## config.mk

```make
export PLATFORM = sky130hd
export DESIGN_NAME = axi2apb_bridge
export DESIGN_NICKNAME = d
export VERILOG_FILES = /design/src/rtl/axi2apb_pkg.sv /design/src/rtl/apb_master_port.sv /design/src/rtl/axi2apb_rd_seq.sv /design/src/rtl/axi2apb_wr_seq.sv /design/src/rtl/axi2apb_bridge.sv
export SDC_FILE = /design/constraint.sdc
export NUM_CORES = 1
export LEC_CHECK = 0
export BUFFER_PORTS_ARGS = -buffer_cell sky130_fd_sc_hd__buf_2
export CAP_MARGIN = 0
export CELL_PAD_IN_SITES_DETAIL_PLACEMENT = 1
export CELL_PAD_IN_SITES_GLOBAL_PLACEMENT = 2
export CORE_MARGIN = 1
export CORE_UTILIZATION = 35
export DETAILED_ROUTE_END_ITERATION = 7
export PLACE_DENSITY_LB_ADDON = 0.1
export SLEW_MARGIN = 20
export SYNTH_ARGS = -nofsm -noshare
export SYNTH_HDL_FRONTEND = slang
export SYNTH_HIERARCHICAL = 1
export SYNTH_SLANG_ARGS = --single-unit
export TNS_END_PERCENT = 5
```

## constraint.sdc

```tcl
create_clock -name ACLK -period 12.1 [get_ports ACLK]
set_clock_uncertainty 0.15 [all_clocks]
set_input_delay 1.21 -clock ACLK [delete_from_list [all_inputs] [get_ports ACLK]]
set_output_delay 1.21 -clock ACLK [all_outputs]
set_load 0.01 [all_outputs]
```

## src/rtl/axi2apb_pkg.sv

```systemverilog
// --------------------
// Shared widths, types and codes for the AXI4 to APB3 bridge
// AXI side is fixed at 64-bit data, APB side at 32-bit data
// Only OKAY and SLVERR responses are produced
// --------------------

package axi2apb_pkg;

  localparam int AXI_ADDR_W = 32;
  localparam int AXI_DATA_W = 64;
  localparam int APB_DATA_W = 32;
  localparam int AXI_ID_W   = 4;

  typedef logic [AXI_ADDR_W-1:0] addr_t;
  typedef logic [AXI_DATA_W-1:0] axi_data_t;
  typedef logic [APB_DATA_W-1:0] apb_data_t;
  typedef logic [AXI_ID_W-1:0]   axi_id_t;
  typedef logic [7:0]            axi_len_t;   // Beats minus one
  typedef logic [2:0]            axi_size_t;  // log2 bytes per beat
  typedef logic [1:0]            axi_resp_t;

  localparam axi_resp_t RESP_OKAY   = 2'b00;
  localparam axi_resp_t RESP_SLVERR = 2'b10;

  localparam axi_size_t SIZE_64    = 3'd3;
  localparam addr_t     WORD_BYTES = 32'd4;  // Low half to high half
  localparam addr_t     BEAT_BYTES = 32'd8;  // Beat to beat in a burst

  // --------------------
  // AXI channel payloads
  typedef struct packed {
    axi_id_t   id;
    addr_t     addr;
    axi_len_t  len;
    axi_size_t size;
  } axi_ax_t;

  typedef struct packed {
    axi_data_t data;
    logic      last;
  } axi_w_t;

  typedef struct packed {
    axi_id_t   id;
    axi_data_t data;
    axi_resp_t resp;
    logic      last;
  } axi_r_t;

  typedef struct packed {
    axi_id_t   id;
    axi_resp_t resp;
  } axi_b_t;

  // --------------------
  // Sequencer to APB port link
  typedef struct packed {
    logic      write;
    addr_t     addr;
    apb_data_t wdata;
  } apb_cmd_t;

  typedef struct packed {
    apb_data_t rdata;
    logic      err;   // PSLVERR seen on this transfer
  } apb_rsp_t;

endpackage

```

## src/rtl/apb_master_port.sv

```systemverilog
// --------------------
// APB3 master shared by the read and write sequencers
// Read request wins when both wait, grant held for the full req/ack cycle
// At least 2 APB cycles per transfer, ack one cycle after PREADY
// --------------------

`timescale 1ns/100ps

module apb_master_port
(
  input  logic                   ACLK,
  input  logic                   ARESETn,
  input  logic                   rd_req_i,
  input  axi2apb_pkg::apb_cmd_t  rd_cmd_i,
  output logic                   rd_ack_o,
  input  logic                   wr_req_i,
  input  axi2apb_pkg::apb_cmd_t  wr_cmd_i,
  output logic                   wr_ack_o,
  output axi2apb_pkg::apb_rsp_t  rsp_o,
  output logic                   psel_o,
  output logic                   penable_o,
  output logic                   pwrite_o,
  output axi2apb_pkg::addr_t     paddr_o,
  output axi2apb_pkg::apb_data_t pwdata_o,
  input  axi2apb_pkg::apb_data_t prdata_i,
  input  logic                   pready_i,
  input  logic                   pslverr_i
);

  typedef enum logic [1:0] {idle, setup, access, done} port_state_t;

  port_state_t           state_q;
  logic                  grant_rd_q;  // 1 while the read link owns the port
  axi2apb_pkg::apb_cmd_t cmd_q;
  axi2apb_pkg::apb_rsp_t rsp_q;
  logic                  granted_req;

  assign granted_req = grant_rd_q ? rd_req_i : wr_req_i;

  // --------------------
  // APB outputs
  assign psel_o    = (state_q == setup) || (state_q == access);
  assign penable_o = (state_q == access);
  assign pwrite_o  = cmd_q.write;
  assign paddr_o   = cmd_q.addr;
  assign pwdata_o  = cmd_q.wdata;

  assign rd_ack_o = (state_q == done) && grant_rd_q;
  assign wr_ack_o = (state_q == done) && !grant_rd_q;
  assign rsp_o    = rsp_q;

  always_ff @(posedge ACLK or negedge ARESETn)
  begin
    if (!ARESETn)
    begin
      state_q    <= idle;
      grant_rd_q <= 1'b0;
    end
    else
    begin
      case (state_q)
        idle:
          if (rd_req_i || wr_req_i)
          begin
            grant_rd_q <= rd_req_i;  // Reads first
            state_q    <= setup;
          end
        setup:
          state_q <= access;
        access:
          if (pready_i)
            state_q <= done;
        done:
          if (!granted_req)          // Four-phase release
            state_q <= idle;
        default:
          state_q <= idle;
      endcase
    end
  end

  // Command and result registers
  always_ff @(posedge ACLK)
  begin
    if (state_q == idle)
      cmd_q <= rd_req_i ? rd_cmd_i : wr_cmd_i;
    if (state_q == access && pready_i)
    begin
      rsp_q.rdata <= prdata_i;
      rsp_q.err   <= pslverr_i;
    end
  end

endmodule

```

## src/rtl/axi2apb_rd_seq.sv

```systemverilog
// --------------------
// Read sequencer handling one AR burst at a time
// 64-bit beats read the low word at addr and the high word at addr + 4
// 32-bit reads fill the lane picked by addr[2] and leave the other lane zero
// --------------------

`timescale 1ns/100ps

module axi2apb_rd_seq
(
  input  logic                  ACLK,
  input  logic                  ARESETn,
  input  axi2apb_pkg::axi_ax_t  ar_i,
  input  logic                  ar_valid_i,
  output logic                  ar_ready_o,
  output axi2apb_pkg::axi_r_t   r_o,
  output logic                  r_valid_o,
  input  logic                  r_ready_i,
  output logic                  apb_req_o,
  output axi2apb_pkg::apb_cmd_t apb_cmd_o,
  input  logic                  apb_ack_i,
  input  axi2apb_pkg::apb_rsp_t apb_rsp_i
);

  typedef enum logic [1:0] {idle, rd_lo, rd_hi, send} rd_state_t;

  rd_state_t              state_q;
  logic                   req_q;
  axi2apb_pkg::axi_id_t   id_q;
  axi2apb_pkg::addr_t     addr_q;    // Current beat address
  axi2apb_pkg::axi_len_t  beats_q;   // Beats left after this one
  axi2apb_pkg::axi_size_t size_q;
  axi2apb_pkg::apb_data_t lo_q;
  axi2apb_pkg::apb_data_t hi_q;
  logic                   err_q;
  logic                   done;      // Current APB read acknowledged

  assign done       = req_q && apb_ack_i;
  assign ar_ready_o = (state_q == idle) && ARESETn;  // Low while in reset
  assign r_valid_o  = (state_q == send);
  assign apb_req_o  = req_q;

  // High half reads the next word
  assign apb_cmd_o.write = 1'b0;
  assign apb_cmd_o.addr  = (state_q == rd_hi) ? addr_q + axi2apb_pkg::WORD_BYTES : addr_q;
  assign apb_cmd_o.wdata = '0;

  assign r_o.id   = id_q;
  assign r_o.data = {hi_q, lo_q};
  assign r_o.resp = err_q ? axi2apb_pkg::RESP_SLVERR : axi2apb_pkg::RESP_OKAY;
  assign r_o.last = (beats_q == '0);

  // --------------------
  // Control
  always_ff @(posedge ACLK or negedge ARESETn)
  begin
    if (!ARESETn)
    begin
      state_q <= idle;
      req_q   <= 1'b0;
    end
    else
    begin
      case (state_q)
        idle:
          if (ar_valid_i)
            state_q <= rd_lo;
        rd_lo, rd_hi:
          if (done)
          begin
            req_q <= 1'b0;
            if (state_q == rd_lo && size_q == axi2apb_pkg::SIZE_64)
              state_q <= rd_hi;
            else
              state_q <= send;
          end
          else if (!req_q && !apb_ack_i)  // Previous ack gone
            req_q <= 1'b1;
        send:
          if (r_ready_i)
            state_q <= (beats_q == '0) ? idle : rd_lo;
        default:
          state_q <= idle;
      endcase
    end
  end

  // --------------------
  // Beat data and bookkeeping
  always_ff @(posedge ACLK)
  begin
    if (state_q == idle && ar_valid_i)
    begin
      id_q    <= ar_i.id;
      addr_q  <= ar_i.addr;
      beats_q <= ar_i.len;
      size_q  <= ar_i.size;
      lo_q    <= '0;
      hi_q    <= '0;
      err_q   <= 1'b0;
    end
    else if (done)
    begin
      err_q <= err_q | apb_rsp_i.err;
      if (state_q == rd_hi || (size_q != axi2apb_pkg::SIZE_64 && addr_q[2]))
        hi_q <= apb_rsp_i.rdata;
      else
        lo_q <= apb_rsp_i.rdata;
    end
    else if (state_q == send && r_ready_i && beats_q != '0)
    begin
      addr_q  <= addr_q + axi2apb_pkg::BEAT_BYTES;
      beats_q <= beats_q - axi2apb_pkg::axi_len_t'(1);
      lo_q    <= '0;
      hi_q    <= '0;
      err_q   <= 1'b0;  // Error is per beat
    end
  end

endmodule

```

## src/rtl/axi2apb_wr_seq.sv

```systemverilog
// --------------------
// Write sequencer handling one AW burst at a time
// W beat is held until its last APB write is acked and then popped
// 32-bit writes send the lane picked by addr[2]
// One B per burst that reports SLVERR if any transfer failed
// --------------------

`timescale 1ns/100ps

module axi2apb_wr_seq
(
  input  logic                  ACLK,
  input  logic                  ARESETn,
  input  axi2apb_pkg::axi_ax_t  aw_i,
  input  logic                  aw_valid_i,
  output logic                  aw_ready_o,
  input  axi2apb_pkg::axi_w_t   w_i,
  input  logic                  w_valid_i,
  output logic                  w_ready_o,
  output axi2apb_pkg::axi_b_t   b_o,
  output logic                  b_valid_o,
  input  logic                  b_ready_i,
  output logic                  apb_req_o,
  output axi2apb_pkg::apb_cmd_t apb_cmd_o,
  input  logic                  apb_ack_i,
  input  axi2apb_pkg::apb_rsp_t apb_rsp_i
);

  typedef enum logic [1:0] {idle, wr_lo, wr_hi, resp} wr_state_t;

  wr_state_t              state_q;
  logic                   req_q;
  axi2apb_pkg::axi_id_t   id_q;
  axi2apb_pkg::addr_t     addr_q;
  axi2apb_pkg::axi_len_t  beats_q;
  axi2apb_pkg::axi_size_t size_q;
  logic                   err_q;     // Sticky over the whole burst
  logic                   done;
  logic                   beat_end;  // Last APB write of the beat acked
  logic                   hi_lane;

  assign done     = req_q && apb_ack_i;
  assign beat_end = done && (state_q == wr_hi || size_q != axi2apb_pkg::SIZE_64);
  assign hi_lane  = (state_q == wr_hi) || (size_q != axi2apb_pkg::SIZE_64 && addr_q[2]);

  assign aw_ready_o = (state_q == idle) && ARESETn;  // Low while in reset
  assign w_ready_o  = beat_end;              // One-cycle pop
  assign b_valid_o  = (state_q == resp);
  assign apb_req_o  = req_q;

  always_comb
  begin
    apb_cmd_o.write = 1'b1;
    apb_cmd_o.addr  = addr_q;
    apb_cmd_o.wdata = w_i.data[31:0];
    if (hi_lane)
      apb_cmd_o.wdata = w_i.data[63:32];
    if (state_q == wr_hi)
      apb_cmd_o.addr = addr_q + axi2apb_pkg::WORD_BYTES;
  end

  assign b_o.id   = id_q;
  assign b_o.resp = err_q ? axi2apb_pkg::RESP_SLVERR : axi2apb_pkg::RESP_OKAY;

  // --------------------
  // Control
  always_ff @(posedge ACLK or negedge ARESETn)
  begin
    if (!ARESETn)
    begin
      state_q <= idle;
      req_q   <= 1'b0;
    end
    else
    begin
      case (state_q)
        idle:
          if (aw_valid_i)
            state_q <= wr_lo;
        wr_lo, wr_hi:
          if (done)
          begin
            req_q <= 1'b0;
            if (!beat_end)
              state_q <= wr_hi;
            else if (beats_q == '0)
              state_q <= resp;
            else
              state_q <= wr_lo;
          end
          else if (!req_q && !apb_ack_i && w_valid_i)  // Need data and a free link
            req_q <= 1'b1;
        resp:
          if (b_ready_i)
            state_q <= idle;
        default:
          state_q <= idle;
      endcase
    end
  end

  // --------------------
  // Burst bookkeeping
  always_ff @(posedge ACLK)
  begin
    if (state_q == idle && aw_valid_i)
    begin
      id_q    <= aw_i.id;
      addr_q  <= aw_i.addr;
      beats_q <= aw_i.len;
      size_q  <= aw_i.size;
      err_q   <= 1'b0;
    end
    else if (done)
    begin
      err_q <= err_q | apb_rsp_i.err;
      if (beat_end && beats_q != '0)
      begin
        addr_q  <= addr_q + axi2apb_pkg::BEAT_BYTES;
        beats_q <= beats_q - axi2apb_pkg::axi_len_t'(1);
      end
    end
  end

endmodule

```

## src/rtl/axi2apb_bridge.sv

```systemverilog
// --------------------
// AXI4 slave (64-bit) to APB3 master (32-bit) bridge
// INCR bursts only, no WSTRB, no channel buffering
// One read and one write may overlap, reads win the APB port
// --------------------

`timescale 1ns/100ps

module axi2apb_bridge
(
  input  logic                   ACLK,
  input  logic                   ARESETn,
  // AXI read address
  input  axi2apb_pkg::axi_ax_t   ar_i,
  input  logic                   ar_valid_i,
  output logic                   ar_ready_o,
  // AXI write address
  input  axi2apb_pkg::axi_ax_t   aw_i,
  input  logic                   aw_valid_i,
  output logic                   aw_ready_o,
  // AXI write data
  input  axi2apb_pkg::axi_w_t    w_i,
  input  logic                   w_valid_i,
  output logic                   w_ready_o,
  // AXI read data
  output axi2apb_pkg::axi_r_t    r_o,
  output logic                   r_valid_o,
  input  logic                   r_ready_i,
  // AXI write response
  output axi2apb_pkg::axi_b_t    b_o,
  output logic                   b_valid_o,
  input  logic                   b_ready_i,
  // APB3 master
  output logic                   psel_o,
  output logic                   penable_o,
  output logic                   pwrite_o,
  output axi2apb_pkg::addr_t     paddr_o,
  output axi2apb_pkg::apb_data_t pwdata_o,
  input  axi2apb_pkg::apb_data_t prdata_i,
  input  logic                   pready_i,
  input  logic                   pslverr_i
);

  // --------------------
  // Sequencer links to the APB port
  logic                  rd_req;
  logic                  rd_ack;
  axi2apb_pkg::apb_cmd_t rd_cmd;
  logic                  wr_req;
  logic                  wr_ack;
  axi2apb_pkg::apb_cmd_t wr_cmd;
  axi2apb_pkg::apb_rsp_t apb_rsp;  // Shared, qualified by the acks

  axi2apb_rd_seq u_rd_seq
  (
    .ACLK       ( ACLK       ),
    .ARESETn    ( ARESETn    ),
    .ar_i       ( ar_i       ),
    .ar_valid_i ( ar_valid_i ),
    .ar_ready_o ( ar_ready_o ),
    .r_o        ( r_o        ),
    .r_valid_o  ( r_valid_o  ),
    .r_ready_i  ( r_ready_i  ),
    .apb_req_o  ( rd_req     ),
    .apb_cmd_o  ( rd_cmd     ),
    .apb_ack_i  ( rd_ack     ),
    .apb_rsp_i  ( apb_rsp    )
  );

  axi2apb_wr_seq u_wr_seq
  (
    .ACLK       ( ACLK       ),
    .ARESETn    ( ARESETn    ),
    .aw_i       ( aw_i       ),
    .aw_valid_i ( aw_valid_i ),
    .aw_ready_o ( aw_ready_o ),
    .w_i        ( w_i        ),
    .w_valid_i  ( w_valid_i  ),
    .w_ready_o  ( w_ready_o  ),
    .b_o        ( b_o        ),
    .b_valid_o  ( b_valid_o  ),
    .b_ready_i  ( b_ready_i  ),
    .apb_req_o  ( wr_req     ),
    .apb_cmd_o  ( wr_cmd     ),
    .apb_ack_i  ( wr_ack     ),
    .apb_rsp_i  ( apb_rsp    )
  );

  apb_master_port u_apb_port
  (
    .ACLK      ( ACLK      ),
    .ARESETn   ( ARESETn   ),
    .rd_req_i  ( rd_req    ),
    .rd_cmd_i  ( rd_cmd    ),
    .rd_ack_o  ( rd_ack    ),
    .wr_req_i  ( wr_req    ),
    .wr_cmd_i  ( wr_cmd    ),
    .wr_ack_o  ( wr_ack    ),
    .rsp_o     ( apb_rsp   ),
    .psel_o    ( psel_o    ),
    .penable_o ( penable_o ),
    .pwrite_o  ( pwrite_o  ),
    .paddr_o   ( paddr_o   ),
    .pwdata_o  ( pwdata_o  ),
    .prdata_i  ( prdata_i  ),
    .pready_i  ( pready_i  ),
    .pslverr_i ( pslverr_i )
  );

endmodule

```

; ---- Word-level counts from Yosys, hierarchy flattened
; Cells that the tools add are included.
[word_totals]
ff_bits = 267
input_bits = 200
out_inout_bits = 149
word_cells = 155
[op_classes]
n_addsub = 6
n_eq_ne = 24
mux = 46
bitwise_logic = 2
n_reduce_logical = 54
[op_table]
columns = op, count
row1 = $mux W32, 14
row2 = $mux W65, 1
row3 = $add A32 B3 Y32 const B, 2
row4 = $add A32 B4 Y32 const B, 2
row5 = $mux W8, 6
row6 = $mux W2, 13
row7 = $logic_and A1 B1 Y1, 19
row8 = $logic_not A8 Y1, 2
row9 = $reduce_bool A8 Y1, 2
row10 = $sub A8 B1 Y8 const B, 2
row11 = $reduce_and A2 Y1, 7
row12 = $eq A2 B2 Y1 const B, 6
row13 = $ne A2 B1 Y1 const B, 6
row14 = $ne A2 B2 Y1 const B, 6
row15 = $pmux W2 S3, 2
row16 = $reduce_bool A2 Y1, 6
row17 = $mux W1, 9
row18 = $reduce_and A3 Y1, 3
row19 = $pmux W2 S4, 1
row20 = $eq A2 B1 Y1 const B, 3
row21 = $logic_not A2 Y1, 3
row22 = $ne A3 B2 Y1 const B, 2
row23 = $logic_not A1 Y1, 5
row24 = $logic_or A1 B1 Y1, 5
row25 = other kinds (3), 5

; ---- Longest topological paths before layout
; Gate-level depths: netlist (run 1).
[depth]
word_depth = 8
depth_mapped = 9
depth_no_buf = 7

; ---- Cells and area by module
; The synthesis (run 1) kept the hierarchy.
[modules_own_cells]
columns = module, instances, cells_each, area_each_um2, seq_area_each_um2
row1 = axi2apb_rd_seq, 1, 626, 5923.2, 2787.7
row2 = apb_master_port, 1, 191, 3933.8, 3017.9
row3 = axi2apb_wr_seq, 1, 415, 3886.2, 1506.4

; ---- Least setup slack after synthesis (run 1)
; No wires, ideal clock.
[synth_path]
kind = input to register
start = input port r_ready_i
end = register u_rd_seq.addr_q[10] (enable)
setup_ns = 0.483
arrival_ns = 3.966
path_slack_ns = 7.502
cell_stages = 2
n_path_buf = 0
path_cell_list = o211ai_1 o21ai_0
[synth_via]
elab_chain_len = 4
[synth_lines]
columns = element, line
row1 = "start, declared", axi2apb_bridge.sv:28  ; input logic r_ready_i,
row2 = $logic_and A1 B1 Y1 (2 in a row), axi2apb_rd_seq.sv:110  ; else if (state_q == send && r_ready_i && beats_q != '0)
row3 = $reduce_bool A2 Y1 (no source line), -
row4 = $reduce_and A2 Y1 (no source line), -
row5 = "end signal, assigned", axi2apb_rd_seq.sv:95  ; addr_q <= ar_i.addr;
row6 = "end signal, assigned", axi2apb_rd_seq.sv:112  ; addr_q <= addr_q + axi2apb_pkg::BEAT_BYTES;
row7 = "end, declared", axi2apb_rd_seq.sv:30  ; axi2apb_pkg::addr_t addr_q;
; No other way between the ends.
; A chain may end at the register's enable or synchronous reset.

==> results of run 1 <==
==> cell families (layout without fill, tap and decap cells) <==
logic type                 Yosys count  after routing  synth area share
DFF                                267            267            0.5320
buffers and inverters              145            441           0.05590
other                                3             39         0.0008193
xor gates and xnor gates            95             95           0.06054
AOI/OAI and AO/OA                  186            186           0.09332
and+or+nand+nor                    411            411            0.1530
muxes                              105            105           0.08612
adders and majority gates           20             20           0.01821
==> critical path, stage by stage, from the launching register on <==
cell and delay, ps:
edfxtp_1 430, inv_1 110, ha_1 140, or3b_2 460, or2_4 270, inv_1 70, buf_2 140
==> registers in the layout, summed over array words and instances (netlist names), 8 cells and up <==
register and cells:
u_apb_port/rsp_o 33, u_apb_port/paddr_o 32, u_apb_port/pwdata_o 32, u_rd_seq/addr_q 32
u_rd_seq/hi_q 32, u_rd_seq/lo_q 32, u_wr_seq/addr_q 32, u_rd_seq/beats_q 8
u_wr_seq/beats_q 8
==> layout make-up <==
class / count / area, um^2
diodes: 3 / 7.507
clock buffers: 50 / 910.9
clock inverters: 10 / 90.09
fillers: 4356 / 21920
inverters: 25 / 93.84
multi-input cells: 853 / 5852
flip-flops and latches: 267 / 7313
well taps: 518 / 648.1
repair buffers: 356 / 1809
==> cells in the mapped netlist, types with 6 or more instances <==
cell	number	area, um^2
edfxtp_1	192	5766
nand2_1	172	645.6
mux2_2	86	968.4
dfxtp_1	66	1321
xnor2_1	65	569.3
nor2_1	58	217.7
o21ai_0	54	270.3
buf_4	44	330.3
clkbuf_1	39	146.4
a32o_1	32	320.3
o22ai_1	32	200.2
xor2_1	30	262.8
buf_2	28	140.1
nand3_1	27	135.1
inv_1	24	90.09
nand4_1	24	150.1
nor3_1	22	110.1
a31oi_1	20	125.1
and3_1	20	125.1
ha_1	20	250.2
a21oi_1	18	90.09
mux2_1	16	180.2
nor4_1	14	87.58
or3_1	11	68.82
and2_1	10	62.56
dfrtp_1	9	225.2
a211o_1	7	61.31
nand2b_1	7	43.79
or4_1	6	45.04
==> final timing paths <==
path / start / cells after the start / slack, ps / end
worst max-delay path: u_rd_seq/beats_q[0]$_DFFE_PP_ / 6 / 8570 / r_o[0]
worst min-delay path: u_rd_seq/lo_q[24]$_SDFFE_PP0P_ / 1 / 310 / u_rd_seq/lo_q[24]$_SDFFE_PP0P_
worst max register to register: u_rd_seq/state_q[0]$_DFFE_PN0P_ / 7 / 8930 / u_apb_port/paddr_o[30]$_DFFE_PP_
worst min register to register: u_rd_seq/lo_q[24]$_SDFFE_PP0P_ / 1 / 310 / u_rd_seq/lo_q[24]$_SDFFE_PP0P_
max in group asynchronous: ARESETn / 1 / 11120 / u_rd_seq/apb_req_o$_DFFE_PN0P_
min in group asynchronous: ARESETn / 1 / 420 / u_rd_seq/state_q[1]$_DFFE_PN0P_
==> stage by stage <==
step	instances	hold slack, ps	cell area (um^2)	setup slack, ps
2_1_floorplan	1265	288.0	13870	7502
4_1_cts	2079	314.3	16720	8517
3_5_place_dp	2019	302.7	15720	8744
6_report	2082	311.5	16720	8574
5_1_grt	2080	322.9	16720	8472
3_3_place_gp	2019	291.9	15720	8774
==> metal layers <==
layer | up-vias | routed length (um) | track usage
li1 | 5051 | - | -
met3 | 50 | 2263 | 0.04914
met4 | 6 | 806 | 0.05824
met2 | 258 | 19220 | 0.3310
met1 | 5148 | 18580 | 0.2642
met5 | - | 48 | 0
==> power by group <==
part	total (W)	switching [W]	internal, W
logic	0.00148	0.000870	0.000609
clock network	0.000934	0.000389	0.000545
registers	0.00172	0.000272	0.00145
total	0.00413	0.00153	0.00260
==> flow_metrics.py, run 1 <==
metrics = {
    "pwr": {
        "total_power_w": 0.004133,
        "power_density_nw_per_um2": 247.1,
        "p_leak_nw": 6.626,
        "vdd_ir_drop_max_mv": 0.1158,
    },
    "die": {
        "die_area_um2": 40060,
        "initial_core_util": 0.3556,
        "rows": 72,
        "die_w_um": 200.2,
        "io_pins": 349,
        "coreArea_um2": 38650,
        "fp.dieH_um": 200.2,
    },
    "logic_synthesis": {
        "seq_area_frac_synth": 0.5320,
        "synthArstFlopShare": 0.03371,
        "synth_edf_count": 192,
        "synthCells": 1232,
        "synth_cell_types": 72,
        "yosysWarnings": 6,
        "synthesis.area_um2": 13740,
        "postSynthAreaPerCell_um2": 11.16,
        "ys_ff_latch": 267,
        "synthFlopType": "edfxtp_1",
    },
    "timing": {
        "tightest_slew_ps": 1083,
        "slew_viol_final": 0,
        "fmax_mhz": 283.6,
        "rsz0062_at_grt": "no",
        "final_hold_viol_count": 0,
        "final.min_clock_period_ps": 3526,
        "slew-limit-headroom": 0.2725,
        "fin_setup_tns_ps": 0,
        "setup_viol": 0,
        "fin_crit_sh": 0.2914,
    },
    "placed_design": {
        "gp_congestion": 0.7897,
        "portBuffers": 345,
        "hpwlAfterDp_mm": 29.12,
    },
    "routing": {
        "firstDrtPassIters": 4,
        "num_vias": 10510,
        "via_per_inst": 5.049,
        "drtIter0Drc": 513,
        "wl_mm": 40.92,
        "drcViolationCount": 0,
        "ant_nets": 0,
        "routedWlPerCell_um": 19.65,
    },
    "grt": {
        "overflow": 0,
        "grt_pass1_vias": 10690,
        "antenna_found_initial": 7,
        "grt_pass1_wl_mm": 63.19,
        "grt_use_total": 0.2021,
        "grt_max_degree": 103,
    },
    "run_status": {
        "status": "finished, final reports clean",
    },
    "finish": {
        "layout_common_cells": "345 x buf_2, 192 x edfxtp_1, 171 x nand2_1",
        "area_growth_syn_to_layout_pct": 21.70,
        "drive_gt1_frac": 0.3338,
        "post-route-util": 0.4328,
        "finalNetCount": 1757,
        "final_common_cell": "buf_2",
    },
    "cts": {
        "clk_latency_ps": 540,
        "hold_buffers": 0,
        "clockRootBuffer": "clkbuf_16",
        "clkTransAtPathRegs_ps": 50,
        "cts_setup_buffers": 0,
        "tritoncts": "built",
        "cts.path.max_buffers": 3,
        "htree_levels": 2,
        "cts_resized": 0,
        "clock-sinks": 267,
        "cts_made_buffers": 34,
    },
    "worst_hold_path": {
        "worst_hold_path_type": "flop to flop",
    },
    "setup_path": {
        "cp-end-kind": "output pin",
        "path_max_fanout": 4,
        "required_ps": 10740,
        "cp-start-kind": "flop",
        "crit_type": "flop to output pin",
        "crit_arrival_ps": 2170,
    },
    "job": {
        "maxCapViolCount": 0,
    },
}
Power figures use the tool's default switching activity.
==> run 2: changes to the inputs <==
- CORE_UTILIZATION: 35 -> 31
- clock period: 12.1 -> 3.02 ns (I/O delays scaled with it)
==> run 2 against run 1 <==
Effect of this change: sequential cell count is the same; first-iteration DRC count grew 6.0%; cell count grew 11%; wire length grew 8.4%; critical path depth grew 1; sequential share of layout area shrank 4.1 points; register-to-register slack lost 8700 ps; worst setup slack lost 8300 ps; count of clock-buffer cells in the layout shrank 3; critical endpoint is now u_apb_port/pwdata_o[26]$_DFFE_PP_.
==> flow_metrics.py, run 2 (synthesized netlist as in run 1, its figures left out) <==
metrics = {
    "routing": {
        "via_per_inst": 4.800,
        "drtIter0Drc": 544,
        "num_vias": 11060,
        "drcViolationCount": 0,
        "wl_mm": 44.37,
        "routedWlPerCell_um": 19.26,
        "firstDrtPassIters": 5,
        "ant_nets": 0,
    },
    "pwr": {
        "p_sw_frac": 0.3658,
        "clkPwrFrac": 0.236,
        "vdd_ir_drop_max_mv": 0.4445,
        "p_leak_nw": 7.386,
        "pwr-share-seq": 0.400,
        "p_int_w": 0.01092,
        "power_density_nw_per_um2": 932.6,
        "power_switching_w": 0.006301,
        "combPwrFrac": 0.364,
        "total_power_w": 0.01722,
    },
    "die": {
        "coreArea_um2": 43360,
        "die_area_um2": 45180,
        "initial_core_util": 0.3169,
        "fp.dieH_um": 212.6,
        "io_pins": 349,
        "die_w_um": 212.6,
        "rows": 76,
    },
    "cts": {
        "clock-sinks": 267,
        "clkTransAtPathRegs_ps": 60,
        "cts_setup_buffers": 0,
        "cts_made_buffers": 34,
        "htree_levels": 2,
        "cts_resized": 0,
        "clockRootBuffer": "clkbuf_16",
        "tritoncts": "built",
        "clk_latency_ps": 540,
        "cts.path.max_buffers": 3,
    },
    "setup_path": {
        "r2r-start": "u_wr_seq/state_q[0]$_DFFE_PN0P_",
        "cp-end-kind": "flop",
        "cp-start-kind": "flop",
        "cp_cell_sequence": "inv_1 -> ha_1 -> a21oi_4 -> buf_12 -> mux2_2 -> dlygate4sd3_1 -> mux2_1",
        "slowest_stage": "dlygate4sd3_1",
        "timing.rr.end": "u_apb_port/pwdata_o[26]$_DFFE_PP_",
        "crit_type": "flop to flop",
        "reg2reg_depth": 7,
        "crit_arrival_ps": 2920,
        "r2r_slack_ps": 240,
        "path_max_fanout": 32,
        "startpoint": "u_wr_seq/state_q[0]$_DFFE_PN0P_",
        "slowest_delay_ps": 550,
        "required_ps": 3160,
    },
    "finish": {
        "area_growth_syn_to_layout_pct": 34.39,
        "final_common_cell": "buf_2",
        "largest_reg_flops": 33,
        "finalNetCount": 1913,
        "layout_common_cells": "345 x buf_2, 192 x edfxtp_1, 171 x nand2_1",
        "drive_gt1_frac": 0.3236,
        "n_fill_cell": 4840,
    },
    "worst_hold_path": {
        "worst_hold_path_type": "input port to flop",
        "min_from": "ar_i[33]",
        "holdPathStages": 3,
        "min_to": "u_rd_seq/addr_q[22]$_DFFE_PP_",
    },
    "grt": {
        "grt_pass1_wl_mm": 66.97,
        "grt_use_total": 0.1947,
        "overflow": 0,
        "grt_pass1_vias": 11450,
        "antenna_found_initial": 3,
        "grt_max_degree": 103,
    },
    "placed_design": {
        "portBuffers": 345,
        "hpwlAfterDp_mm": 31.19,
        "gp_congestion": 0.7795,
    },
    "timing": {
        "fmax_mhz": 359.9,
        "fin_hold_ws_ps": 24.93,
        "slew-limit-headroom": 0.3785,
        "final_hold_viol_count": 0,
        "setup_viol": 0,
        "rsz0062_at_grt": "no",
        "tightest_slew_ps": 932.3,
        "slew_viol_final": 0,
        "fin_crit_sh": 0.9201,
        "final.min_clock_period_ps": 2779,
    },
    "job": {
        "maxCapViolCount": 0,
    },
    "run_status": {
        "status": "finished, final reports clean",
    },
}
-- run 2: changes by cell type in the layout (fill, tap and decap cells not counted), sizes merged --
cell	before	now
clkinvlp	0	1
buf	356	381
clkinv	7	9
bufinv	1	2
diode	3	1
dlygate4sd3	0	131
clkbuf	50	47
-- run 2: timing repair --
item	CTS	global route
endpoints found under the setup margin	0	0
hold endpoints to repair	135	0
hold buffers	131	0
-- run 2: final cells by class --
type | count | area, um^2 | share of cell area
timing repair buffer | 512 | 3358 | 0.1818
antenna | 1 | 2.502 | 0.0001355
sequential | 267 | 7313 | 0.3960
clock inverter | 14 | 136.4 | 0.007384
clock buffer | 47 | 980.9 | 0.05311
tap | 585 | 732.0 | 0.03963
inverter | 25 | 93.84 | 0.005081
multi-input combinational | 853 | 5852 | 0.3168
-- run 2: stage by stage --
| step | setup WS (ps) | instance area [um^2] | std cells | utilization | TNS (ps) |
|---|---|---|---|---|---|
| after floorplan | -237.3 | 13870 | 1265 | - | -8837 |
| after global placement | 431.1 | 16040 | 2111 | 0.3699 | 0 |
| after detailed placement | 370.6 | 16040 | 2111 | 0.3699 | 0 |
| after CTS | 244.8 | 18470 | 2303 | 0.4259 | 0 |
| after global routing | 114.6 | 18470 | 2304 | 0.4259 | 0 |
| final | 241.4 | 18470 | 2304 | 0.4259 | 0 |
-- run 2: how the worst max path moves through the flow --
stage	to	slack, ps	cells past startpoint
after floorplan	u_wr_seq/addr_q[10]$_DFFE_PP_	-240	5
after global placement	u_apb_port/paddr_o[29]$_DFFE_PP_	430	6
after detailed placement	u_rd_seq/hi_q[15]$_SDFFE_PP0P_	370	8
after CTS	u_apb_port/pwdata_o[26]$_DFFE_PP_	240	7
after global routing	u_rd_seq/hi_q[18]$_SDFFE_PP0P_	110	8
final	u_apb_port/pwdata_o[26]$_DFFE_PP_	240	7
-- run 2: critical path, delay by kind of cell (launching register included) --
family,cells,cell delay (ps)
compound gates,1,190
fa+ha+maj,1,330
buf+inv,3,840
flops,1,370
mux,2,630
-- run 2: power by group through the flow --
| stage | sequential, W | combinational, W | clock (W) |
|---|---|---|---|
| after floorplan | 0.00686 | 0.00388 | 0 |
| after global placement | 0.00690 | 0.00610 | 0 |
| after detailed placement | 0.00696 | 0.00621 | 0 |
| after CTS | 0.00690 | 0.00638 | 0.00423 |
| after global routing | 0.00707 | 0.00689 | 0.00433 |
| final | 0.00688 | 0.00627 | 0.00407 |
-- run 2: layer usage --
metal / share of wire / vias up / track usage
li1: - / 5366 / -
met1: 0.45 / 5365 / 0.2554
met2: 0.48 / 266 / 0.3224
met3: 0.052 / 59 / 0.04003
met4: 0.021 / 4 / 0.05607
met5: 0.00050 / - / 0
==> run 3: changes to the inputs <==
- BUFFER_PORTS_ARGS: -buffer_cell sky130_fd_sc_hd__buf_2 -> not set
- CORE_UTILIZATION: 31 -> 35
- DONT_BUFFER_PORTS: not set -> 1
- SLEW_MARGIN: 20 -> not set
==> run 3 against run 2 <==
Effect of this change: total power down 4.1%; cell count decreased by 15%; design area down 6.5%; clock power shrank 5%.
==> flow_metrics.py, run 3 (synthesized netlist as in run 1, its figures left out) <==
metrics = {
    "run_status": {
        "status": "finished, final reports clean",
    },
    "timing": {
        "fin_crit_sh": 0.9587,
        "setup_viol": 0,
        "slew_viol_final": 0,
        "final_hold_viol_count": 0,
        "rsz0062_at_grt": "no",
        "fmax_mhz": 345.4,
        "final.min_clock_period_ps": 2895,
        "fin_hold_ws_ps": 50.19,
        "setup_ws_ps": 124.6,
        "slew-limit-headroom": 0.5502,
        "tightest_slew_ps": 672.5,
        "fin_setup_tns_ps": 0,
    },
    "pwr": {
        "p_leak_nw": 6.160,
        "pwr-share-seq": 0.453,
        "clkPwrFrac": 0.234,
        "vdd_ir_drop_max_mv": 0.5571,
        "combPwrFrac": 0.313,
        "p_sw_frac": 0.3772,
        "power_switching_w": 0.006229,
        "power_density_nw_per_um2": 956.4,
        "p_int_w": 0.01029,
    },
    "routing": {
        "via_per_inst": 5.175,
        "drcViolationCount": 0,
        "routedWlPerCell_um": 21.71,
        "firstDrtPassIters": 4,
        "wl_mm": 42.56,
        "drtIter0Drc": 508,
        "ant_nets": 0,
        "num_vias": 10140,
    },
    "placed_design": {
        "dp_slack_ps": 323.1,
        "gp_congestion": 0.7832,
        "hpwlAfterDp_mm": 28.82,
        "dpl_cell_area_um2": 14200,
        "portBuffers": 0,
    },
    "finish": {
        "drive_gt1_frac": 0.1411,
        "final_common_cell": "dlygate4sd3_1",
        "stdcell_area_um2": 17270,
        "finalNetCount": 1633,
        "largest_reg_flops": 33,
        "layout_common_cells": "198 x dlygate4sd3_1, 192 x edfxtp_1, 171 x nand2_1",
        "post-route-util": 0.4468,
        "area_growth_syn_to_layout_pct": 25.64,
    },
    "setup_path": {
        "required_ps": 3160,
        "slowest_stage": "dlygate4sd3_1",
        "cp_num_buf_inv": 3,
        "path_max_fanout": 32,
        "reg2reg_depth": 7,
        "path_common_cell": "mux2_2",
        "r2r-start": "u_wr_seq/state_q[0]$_DFFE_PN0P_",
        "cp_top_family": "buffers and inverters",
        "path_depth": 7,
        "r2r_slack_ps": 120,
        "crit_arrival_ps": 3040,
        "slowest_delay_ps": 580,
        "cp-start-kind": "flop",
        "cp-end-kind": "flop",
        "timing.rr.end": "u_apb_port/pwdata_o[8]$_DFFE_PP_",
        "crit_type": "flop to flop",
        "cp_cell_sequence": "inv_1 -> ha_1 -> a21oi_4 -> buf_6 -> mux2_2 -> dlygate4sd3_1 -> mux2_2",
    },
    "die": {
        "rows": 72,
        "io_pins": 349,
        "initial_core_util": 0.3556,
        "die_area_um2": 40060,
        "die_w_um": 200.2,
        "coreArea_um2": 38650,
        "fp.dieH_um": 200.2,
    },
    "worst_hold_path": {
        "holdPathStages": 3,
        "min_from": "aw_valid_i",
        "min_to": "u_wr_seq/state_q[0]$_DFFE_PN0P_",
        "worst_hold_path_type": "input port to flop",
    },
    "cts": {
        "cts.path.max_buffers": 3,
        "clockRootBuffer": "clkbuf_16",
        "cts_made_buffers": 34,
        "tritoncts": "built",
        "clock-sinks": 267,
        "cts_setup_buffers": 0,
        "htree_levels": 2,
        "clk_latency_ps": 560,
        "clkTransAtPathRegs_ps": 60,
    },
    "grt": {
        "grt_max_degree": 129,
        "grt_pass1_wl_mm": 64.72,
        "overflow": 0,
        "grt_pass1_vias": 10430,
        "antenna_found_initial": 4,
        "grt_use_total": 0.2100,
    },
    "job": {
        "maxCapViolCount": 0,
    },
}
==> run 3: changes by cell type in the layout (fill, tap and decap cells not counted), moves of 2 or more <==
cell / previous run / this run
clkinv_16: 0 / 3
dlygate4sd3_1: 131 / 198
bufinv_16: 2 / 0
clkinv_1: 4 / 7
inv_6: 2 / 0
clkbuf_1: 6 / 10
buf_4: 32 / 30
clkbuf_8: 6 / 2
diode_2: 1 / 3
buf_2: 345 / 0
==> run 3: power by group through the flow <==
stage	registers, W	logic (W)	clock network, W
2_1_floorplan	0.00686	0.00388	0
3_3_place_gp	0.00754	0.00473	0
3_5_place_dp	0.00756	0.00484	0
4_1_cts	0.00750	0.00520	0.00403
5_1_grt	0.00766	0.00569	0.00414
6_report	0.00748	0.00517	0.00387
==> run 3: what timing repair did <==
item	4_1_cts	5_1_grt
hold endpoints to repair	178	0
gates resized for setup	0	1
hold buffers	198	0
endpoints found under the setup margin	0	31
==> run 3: tightest hold or removal path, cell delays in order <==
cell	delay (ps)
nor2b_1	100
a221o_1	190
o21ai_0	110
==> run 3: per-stage QoR <==
| step | total power (W) | cells |
|---|---|---|
| floorplan | 0.01074 | 1265 |
| global placement | 0.01228 | 1697 |
| detailed placement | 0.01241 | 1697 |
| CTS | 0.01673 | 1957 |
| global route | 0.01749 | 1959 |
| finish | 0.01651 | 1960 |
==> run 3: cell type report <==
| class | instances | area, um^2 |
|---|---|---|
| multi-input cells | 853 | 5852 |
| fillers | 4064 | 21380 |
| repair buffers | 232 | 2278 |
| clock inverters | 16 | 157.7 |
| diodes | 3 | 7.507 |
| inverters | 25 | 93.84 |
| flip-flops and latches | 267 | 7313 |
| well taps | 518 | 648.1 |
| clock buffers | 46 | 915.9 |
==> run 3: worst max-delay path by stage <==
stage | from | to
6_report | u_wr_seq/state_q[0]$_DFFE_PN0P_ | u_apb_port/pwdata_o[8]$_DFFE_PP_
4_1_cts | u_wr_seq/state_q[0]$_DFFE_PN0P_ | u_apb_port/pwdata_o[11]$_DFFE_PP_
5_1_grt | u_wr_seq/state_q[0]$_DFFE_PN0P_ | u_apb_port/pwdata_o[0]$_DFFE_PP_
3_5_place_dp | u_rd_seq/addr_q[4]$_DFFE_PP_ | u_apb_port/paddr_o[29]$_DFFE_PP_
2_1_floorplan | u_apb_port/state_q[1]$_DFFE_PN0P_ | u_wr_seq/addr_q[10]$_DFFE_PP_
3_3_place_gp | u_rd_seq/addr_q[4]$_DFFE_PP_ | u_apb_port/paddr_o[29]$_DFFE_PP_
==> run 3: layer usage <==
metal,vias to the layer above,track usage,routed length [um]
met3,68,0.05321,2514
met1,5012,0.2781,19110
met5,-,0,17
li1,4795,-,-
met4,2,0.07170,1199
met2,266,0.3333,19720
